<file path="config.mk">
export PLATFORM = sky130hd
export DESIGN_NAME = lvdc_timing
export DESIGN_NICKNAME = d
export VERILOG_FILES = /design/src/verilog/lvdc_pkg.sv /design/src/verilog/lvdc_timing.sv /design/src/verilog/clock_drivers.sv /design/src/verilog/bit_counter.sv /design/src/verilog/phase_gen.sv
export SDC_FILE = /design/constraint.sdc
export NUM_CORES = 1
export LEC_CHECK = 0
export BUFFER_PORTS_ARGS = -buffer_cell sky130_fd_sc_hd__buf_2
export CAP_MARGIN = 5
export CORE_MARGIN = 3
export CORE_UTILIZATION = 50
export CTS_CLUSTER_DIAMETER = 150
export DETAILED_ROUTE_END_ITERATION = 7
export PLACE_DENSITY = 0.72
export SYNTH_ARGS = -nofsm -noshare
export SYNTH_HDL_FRONTEND = slang
export SYNTH_SLANG_ARGS = --single-unit
</file>
<file path="constraint.sdc">
create_clock -name clk -period 2.32 [get_ports clk]
set_clock_uncertainty 0.2 [all_clocks]
set_input_delay 0.116 -clock clk [delete_from_list [all_inputs] [get_ports clk]]
set_output_delay 0.116 -clock clk [all_outputs]
set_load 0.01 [all_outputs]
</file>
<file path="src/verilog/lvdc_pkg.sv">
package lvdc_pkg;

    // One-hot phase codes, rotated pp then qp then rp
    localparam logic [2:0] phase_pp = 3'b001;
    localparam logic [2:0] phase_qp = 3'b010;
    localparam logic [2:0] phase_rp = 3'b100;

    // Bit times in one syllable
    localparam int bit_times = 14;

    // Counter field widths
    localparam int bit_w  = 4;
    localparam int word_w = 7;

    // Bit times that carry the two decoded strobes
    localparam int strobe_w_bit = 7;
    localparam int strobe_y_bit = 5;

    // Redundant counter lanes behind the majority voter
    localparam int lanes = 3;

endpackage
</file>
<file path="src/verilog/lvdc_timing.sv">
`timescale 1ns/1ns

module lvdc_timing
    import lvdc_pkg::*;
(
    input  logic              clk,
    input  logic              rst,
    input  logic              run,
    input  logic [1:0]        seu_lane,
    output logic              pp,
    output logic              qp,
    output logic              rp,
    output logic [bit_w-1:0]  bit_time_o,
    output logic              syllable_o,
    output logic [word_w-1:0] word_g,
    output logic              w7,
    output logic              y5,
    output logic              tmr_err
);

    logic [2:0]        phase;
    logic [bit_w-1:0]  bit_time;
    logic              syllable;
    logic [word_w-1:0] word;

    phase_gen phase_gen_i (
        .clk   (clk),
        .rst   (rst),
        .run   (run),
        .phase (phase)
    );

    bit_counter bit_counter_i (
        .clk      (clk),
        .rst      (rst),
        .run      (run),
        .phase    (phase),
        .seu_lane (seu_lane),
        .bit_time (bit_time),
        .syllable (syllable),
        .word     (word),
        .tmr_err  (tmr_err)
    );

    clock_drivers clock_drivers_i (
        .clk        (clk),
        .rst        (rst),
        .phase      (phase),
        .bit_time   (bit_time),
        .syllable   (syllable),
        .word       (word),
        .pp         (pp),
        .qp         (qp),
        .rp         (rp),
        .bit_time_o (bit_time_o),
        .syllable_o (syllable_o),
        .word_g     (word_g),
        .w7         (w7),
        .y5         (y5)
    );

endmodule

</file>
<file path="src/verilog/clock_drivers.sv">
`timescale 1ns/1ns

module clock_drivers
    import lvdc_pkg::*;
(
    input  logic              clk,
    input  logic              rst,
    input  logic [2:0]        phase,
    input  logic [bit_w-1:0]  bit_time,
    input  logic              syllable,
    input  logic [word_w-1:0] word,
    output logic              pp,
    output logic              qp,
    output logic              rp,
    output logic [bit_w-1:0]  bit_time_o,
    output logic              syllable_o,
    output logic [word_w-1:0] word_g,
    output logic              w7,
    output logic              y5
);

    logic [word_w-1:0] word_gray;

    assign word_gray = word ^ (word >> 1); // Adjacent words differ in one line

    // One aligned output stage for the phase lines and the counts
    always_ff @(posedge clk) begin
        if (rst) begin
            pp         <= 1'b1;
            qp         <= 1'b0;
            rp         <= 1'b0;
            bit_time_o <= '0;
            syllable_o <= 1'b0;
            word_g     <= '0;
        end else begin
            pp         <= (phase == phase_pp);
            qp         <= (phase == phase_qp);
            rp         <= (phase == phase_rp);
            bit_time_o <= bit_time;
            syllable_o <= syllable;
            word_g     <= word_gray;
        end
    end

    // Strobes come from the registered state so they line up with the phase lines
    assign w7 = qp && (bit_time_o == bit_w'(strobe_w_bit));
    assign y5 = rp && syllable_o && (bit_time_o == bit_w'(strobe_y_bit));

    // The strobes fall in different phases and never overlap
    a_strobe_excl: assert property (
        @(posedge clk) disable iff (rst)
        !(w7 && y5)
    );

endmodule

</file>
<file path="src/verilog/bit_counter.sv">
`timescale 1ns/1ns

module bit_counter
    import lvdc_pkg::*;
(
    input  logic              clk,
    input  logic              rst,
    input  logic              run,
    input  logic [2:0]        phase,
    input  logic [1:0]        seu_lane,
    output logic [bit_w-1:0]  bit_time,
    output logic              syllable,
    output logic [word_w-1:0] word,
    output logic              tmr_err
);

    logic [bit_w-1:0]  bt_lane   [lanes];
    logic              syl_lane  [lanes];
    logic [word_w-1:0] word_lane [lanes];

    logic              advance;
    logic              bt_wrap;
    logic [bit_w-1:0]  bt_next;
    logic              syl_next;
    logic [word_w-1:0] word_next;

    // Bitwise two-out-of-three vote on every field
    assign bit_time = (bt_lane[0] & bt_lane[1]) | (bt_lane[0] & bt_lane[2]) |
                      (bt_lane[1] & bt_lane[2]);
    assign syllable = (syl_lane[0] & syl_lane[1]) | (syl_lane[0] & syl_lane[2]) |
                      (syl_lane[1] & syl_lane[2]);
    assign word     = (word_lane[0] & word_lane[1]) | (word_lane[0] & word_lane[2]) |
                      (word_lane[1] & word_lane[2]);

    // Any lane that disagrees with another one flags an upset
    assign tmr_err = (bt_lane[0] != bt_lane[1]) || (bt_lane[1] != bt_lane[2]) ||
                     (syl_lane[0] != syl_lane[1]) || (syl_lane[1] != syl_lane[2]) ||
                     (word_lane[0] != word_lane[1]) || (word_lane[1] != word_lane[2]);

    assign advance = run && (phase == phase_rp); // Counts step at the end of rp

    // Next state is always derived from the voted value
    always_comb begin
        bt_wrap   = (bit_time == bit_w'(bit_times - 1));
        bt_next   = bit_time;
        syl_next  = syllable;
        word_next = word;
        if (advance) begin
            bt_next = bt_wrap ? '0 : bit_time + 1'b1;
            if (bt_wrap) begin
                syl_next = ~syllable;
                if (syllable) begin
                    word_next = word + 1'b1; // Wraps modulo 128
                end
            end
        end
    end

    for (genvar i = 0; i < lanes; i++) begin : g_lane
        logic inj;

        assign inj = (seu_lane == 2'(i + 1));

        // Loading the voted value every edge scrubs a lane that was hit
        always_ff @(posedge clk) begin
            if (rst) begin
                bt_lane[i]   <= '0;
                syl_lane[i]  <= 1'b0;
                word_lane[i] <= '0;
            end else begin
                bt_lane[i]   <= bt_next ^ {{(bit_w - 1){1'b0}}, inj};
                syl_lane[i]  <= syl_next;
                word_lane[i] <= word_next;
            end
        end
    end

    // The voted bit time stays inside the syllable
    a_bit_range: assert property (
        @(posedge clk) disable iff (rst)
        bit_time <= bit_w'(bit_times - 1)
    );

    // A single upset is scrubbed on the following edge
    a_err_pulse: assert property (
        @(posedge clk) disable iff (rst)
        tmr_err |=> !tmr_err
    );

endmodule

</file>
<file path="src/verilog/phase_gen.sv">
`timescale 1ns/1ns

module phase_gen
    import lvdc_pkg::*;
(
    input  logic       clk,
    input  logic       rst,
    input  logic       run,
    output logic [2:0] phase
);

    logic [2:0] phase_next;

    always_comb begin
        case (phase)
            phase_pp: phase_next = phase_qp;
            phase_qp: phase_next = phase_rp;
            phase_rp: phase_next = phase_pp;
            default:  phase_next = phase_pp; // Recover from an illegal code
        endcase
    end

    always_ff @(posedge clk) begin
        if (rst) begin
            phase <= phase_pp;
        end else if (run) begin
            phase <= phase_next; // Holds while run is low
        end
    end

    // Exactly one phase line is active at all times
    a_phase_onehot: assert property (
        @(posedge clk) disable iff (rst)
        $onehot(phase)
    );

endmodule

</file>
-- Yosys cells after proc, flatten, opt, wreduce, memory -nomap -nowiden
Memory sizes are Yosys's and may differ from the RTL's.
Index checks and enable logic that the tools add are counted.
- register bits: 18
- bits in writable memories: 36
- input bits: 5
- output and inout port bits: 18
- word-level logic and storage cells: 85
- memories kept: 3
- add/sub/neg operators: 2
- equality and inequality tests: 15
- muxes and demuxes: 20
- bitwise logic cells: 29
- reduce and logical (&&, ||, !) cells: 9
- memories (memory ; depth ; width ; read ports ; clocked after Yosys merged registers in ; wr ports ; RTL line ; text):
    bit_counter_i.word_lane ; 3 ; 7 ; 3 ; 0 ; 3 ; bit_counter.sv:19 ; logic [word_w-1:0] word_lane [lanes];
    bit_counter_i.bt_lane ; 3 ; 4 ; 3 ; 0 ; 3 ; bit_counter.sv:17 ; logic [bit_w-1:0] bt_lane [lanes];
    bit_counter_i.syl_lane ; 3 ; 1 ; 3 ; 0 ; 3 ; bit_counter.sv:18 ; logic syl_lane [lanes];
- operators with widths (cell ; number):
    two-way mux 7 bit ; 6
    bitwise AND 7 bit ; 3
    two-way mux 4 bit ; 5
    != test 7 bit ; 2
    bitwise OR 7 bit ; 2
    bitwise AND 4 bit ; 3
    bitwise XOR 4 x 1 -> 4 bit ; 3
    bitwise OR 1 bit ; 11
    == test 4 x 3 -> 1 bit, second input constant ; 2
    two-way mux 1 bit ; 8
    != test 4 bit ; 2
    bitwise OR 4 bit ; 2
    adder 7 x 1 -> 7 bit, second input constant ; 1
    bitwise XOR 7 x 6 -> 7 bit ; 1
    one-hot mux 3 bit (2 select lines) ; 1
    logical OR 1 bit ; 5
    adder 4 x 1 -> 4 bit, second input constant ; 1
    == test 2 bit, second input constant ; 2
    == test 4 bit, second input constant ; 1
    logical AND 1 bit ; 4
    bitwise AND 1 bit ; 3
    == test 3 x 1 -> 1 bit, second input constant ; 1
    == test 3 x 2 -> 1 bit, second input constant ; 1
    == test 3 bit, second input constant ; 1
    3 further kinds ; 4

-- Logic depth before layout (Yosys ltp)
- depth after elaboration: 8
- gate-level depth with buffers: 5
- gate-level depth less buffers: 4

-- Modules after synthesis
Synthesis repeated with hierarchy kept, for this count alone.
- cell total of the unflattened synthesis: 132
- area total of the unflattened synthesis: 1353.8 um^2
- modules (own cells, without submodules) (module ; times used ; cells each ; area each (um^2) ; seq. area each (um^2)):
    bit_counter ; 1 ; 79 ; 729.4 ; 280.3
    clock_drivers ; 1 ; 41 ; 494.2 ; 300.3
    phase_gen ; 1 ; 12 ; 130.1 ; 60.1

-- Least setup slack after synthesis
No wires, ideal clock.
- path type: reg2reg
- start: mem bit_counter_i.bt_lane[0][0]
- end: mem bit_counter_i.bt_lane[0][0]
- library setup time: 0.121 ns
- data arrival time: 1.427 ns
- data required time: 1.999 ns
- setup slack: 0.573 ns
- cell stages (with the launch flop): 5
- path buffers: 0
- period minus slack after synthesis: 1.747 ns
- path through: dfxtp_1 -> ha_1 -> a211oi_4 -> xnor2_1 -> mux2_2
- RTL lines (what ; RTL line):
    start: declaration ; bit_counter.sv:17

==> metrics.md <==
| Metric | Value |
|---|---|
| Initial Util | 55.7% |
| P_leak | 0.000774 uW |
| First-pass GRT wire length | 3.86 mm |
| Minimum setup slack after placement | 0.398 ns |
| Critical-path cell list | ha_1, a211oi_4, buf_4, nor4_2, mux2_1 |
| HP Start | seu_lane[1] |
| DR vias | 1030 |
| Min Tclk post-route | 1.92 ns |
| Fin crit share | 82.6% |
| Yosys warns | 0 |
| PnR worst setup slack | 0.405 ns |
| Nets@finish | 173 |
| CP Data Required Time | 2.33 ns |
| Status | complete, no violations |
| Crit path buf inv count | 1 |
| Hold Path Class | input port to flip-flop |
| Syn_nets | 147 |
| Slew Limit Headroom | 57.7% |
| Total gr overflow | 0 |
| Register area | 641 um2 |
| Skew-Pair Late Insertion Delay | 0.32 ns |
| Largest net degree at the start of global routing | 40 |
| Hold Path Cell Cnt | 3 |
| Worst setup startpoint | bit_counter_i.bt_lane[0][0] |
| Vias in the first global route | 868 |
| Max frequency | 522 MHz |
| Seq cells post-synth | 32 |
| GRT Resource Usage Total | 14.6% |
| DRC violations left | 0 |
| Post-detailed-route wirelength per cell | 11.9 um |
| Setup slack, reg-to-reg | 0.40 ns |
| Die X | 59.9 um |
| Routed Antenna Nets | 0 |
| CP delay by family, top | compound AO/OA/AOI/OAI gates |
| Distinct cells, synth | 33 |
| Peak VDD IR | 0.420 mV |
| Ant diodes | 0 |
| Total iterations of the first detailed-routing run | 4 |
| Area grow syn2layout | 13.7% |
| Area of the multi-input gates | 761 um2 |
| Syn Area/Cell | 10.8 um2 |
| Die footprint | 3590 um2 |
| Filler cells | 223 |
| R2R cell count | 5 |
| Post-Syn Instances | 135 |
| Htree depth | 2 |
| CP Launch Type | flip-flop |
| Core Util, Final | 63.3% |
| IO buf count | 22 |
| Max-Cap Viols | 0 |
| Measured slew at the worst slew-check pin | 0.635 ns |
| Unrepaired setup endpoints after global routing | no |
| DRT iter0 DRCs | 18 |
| Setup Fix Bufs, Post-CTS | 0 |
| Max incr delay on CP | 0.41 ns |
| # IOs | 23 |
| Max-slew violation count | 0 |
| R2r endpoint | bit_counter_i.word_lane[2][3] |
| Sum of negative setup slack | 0 ns |
| Pwr Density | 577 nW/um2 |
| Cts bufs inserted | 5 |
| Routed WL | 2.29 mm |
| Worst path arrival time | 1.93 ns |
| Worst Hold End | bit_counter_i.bt_lane[2][0] |
| DP Wirelength | 1.66 mm |
| Critical path fanouts, max | 9 |
| Post-synthesis sequential area ratio | 44.1% |
| Root Driver | clkbuf_4 |
| CTS sink cnt | 32 |
| Reg2reg start | bit_counter_i.bt_lane[0][0] |
| Site Rows | 18 |
| Crit. End Element | flip-flop |
| Final setup violation count | 0 |
| Critical path class | flip-flop to flip-flop |
| Clock transition at path regs | 0.09 ns |
| Initial antenna violation count | 0 |
| Vias per cell | 5.36 |
| Share of layout cells above drive strength 1 | 30.9% |
| CORE AREA | 2610 um2 |
| Die Y | 59.9 um |
| Final Hold Vio Count | 0 |
| Post-synthesis cell area | 1450 um2 |
| Final GP Congestion | 0.763 |
| Longest Clk Path Bufs | 2 |
| CP max-delay cell | a211oi_4 |
| CTS tree | yes |
-- repair_timing --
action / in CTS / in global routing
hold endpoints to repair: 5 / 0
resized for setup: 0 / 0
hold buffers: 2 / 0
-- state kept, by name, summed over array words and instances, names as in the netlist --
signal and flops:
phase_gen_i.phase 3, bit_counter_i.word_lane 7, bit_counter_i.syl_lane 1, clock_drivers_i.pp 1
clock_drivers_i.rp 1, clock_drivers_i.syllable_o 1, clock_drivers_i.qp 1, bit_counter_i.bt_lane 6
clock_drivers_i.word_g 7, clock_drivers_i.bit_time_o 4
-- logic make-up after synthesis --
| group | synth area share, % |
|---|---|
| mux | 8.52 |
| flops | 44.1 |
| simple gates | 30.2 |
| xor+xnor | 1.21 |
| buf+inv | 3.61 |
| fa+ha+maj | 6.02 |
| compound gates | 6.37 |
-- synthesized netlist by cell type --
master,count,area [um2]
o21ai_0,1,5.00
nor4b_1,1,8.76
o31ai_1,2,15.0
and4b_1,1,10.0
nor2_1,11,41.3
ha_1,7,87.6
and3_1,1,6.26
o21bai_1,1,7.51
nand3_1,2,10.0
and3b_1,1,8.76
buf_6,2,22.5
clkbuf_1,4,15.0
xnor2_1,2,17.5
mux2_2,7,78.8
dfxtp_1,32,641
nand2_1,3,11.3
nor4_1,1,6.26
or4b_1,2,20.0
nor4_2,4,50.1
or2b_1,1,7.51
mux2_1,4,45.0
nor2b_1,15,93.8
and4bb_2,2,25.0
nor3_1,5,25.0
inv_1,4,15.0
nand4b_4,1,23.8
nand4bb_4,1,27.5
nor3b_1,3,22.5
or2_2,2,12.5
a211oi_4,1,20.0
a21oi_1,9,45.0
or4_1,1,7.51
nor4_4,1,21.3
-- layer usage --
layer | vias up | GRT usage, % | routed length, um
li1 | 534 | - | -
met1 | 468 | 18.2 | 1090
met2 | 22 | 22.1 | 1040
met3 | 6 | 6.48 | 126
met4 | 0 | 5.70 | 36
met5 | - | 0 | 0
-- through the flow --
step,instance area (um2),hold slack [ns],total power (uW),instances
floorplan,1450,-0.00393,627,135
global placement,1570,0.273,641,182
detailed placement,1570,0.285,644,182
CTS,1650,0.00993,967,192
global route,1650,0.0107,1000,192
finish,1650,0.0339,953,192
-- report_power, final --
part / leakage [uW] / switching (uW) / internal (uW)
registers: 0.000259 / 8.84 / 558
logic: 0.000477 / 34.6 / 31.8
clock network: 0.0000380 / 176 / 144
-- layout make-up --
cell class | instances | share of cell area (%)
Clock buffer | 6 | 3.10
Clock inverter | 2 | 0.606
Inverter | 4 | 0.908
Multi-Input combinational cell | 93 | 46.0
Sequential cell | 32 | 38.8
Tap cell | 30 | 2.27
Timing Repair Buffer | 25 | 8.33
-- cells in the final DEF, fill, tap and decap left out, drive strengths merged, types with 2 or more instances in the layout --
cell	n
nor3b	3
nor3	5
nor4	6
dfxtp	32
or2	2
nand3	2
o31ai	2
nor2	11
mux2	11
a21oi	9
nor2b	15
clkinv	2
buf	23
ha	7
inv	4
or4b	2
clkbuf	6
xnor2	2
dlygate4sd3	2
and4bb	2
nand2	3
-- worst reg2reg max path: cells and delay by family, from the launching register on --
family | cells | cell delay [ns]
mux | 1 | 0.32
flops | 1 | 0.34
compound gates | 1 | 0.41
buf+inv | 1 | 0.26
fa+ha+maj | 1 | 0.22
simple gates | 1 | 0.07
-- worst max path at each step --
stage                               endpoint  depth (start not counted)  slack (ns)
6_report       bit_counter_i.word_lane[2][3]                          5        0.40
3_5_place_dp   bit_counter_i.word_lane[2][2]                          5        0.40
3_3_place_gp   bit_counter_i.word_lane[2][5]                          5        0.47
2_1_floorplan    bit_counter_i.bt_lane[0][0]                          4        0.57
5_1_grt        bit_counter_i.word_lane[2][2]                          5        0.29
4_1_cts        bit_counter_i.word_lane[2][3]                          5        0.39
No activity file was read; power rests on OpenSTA's default activity.
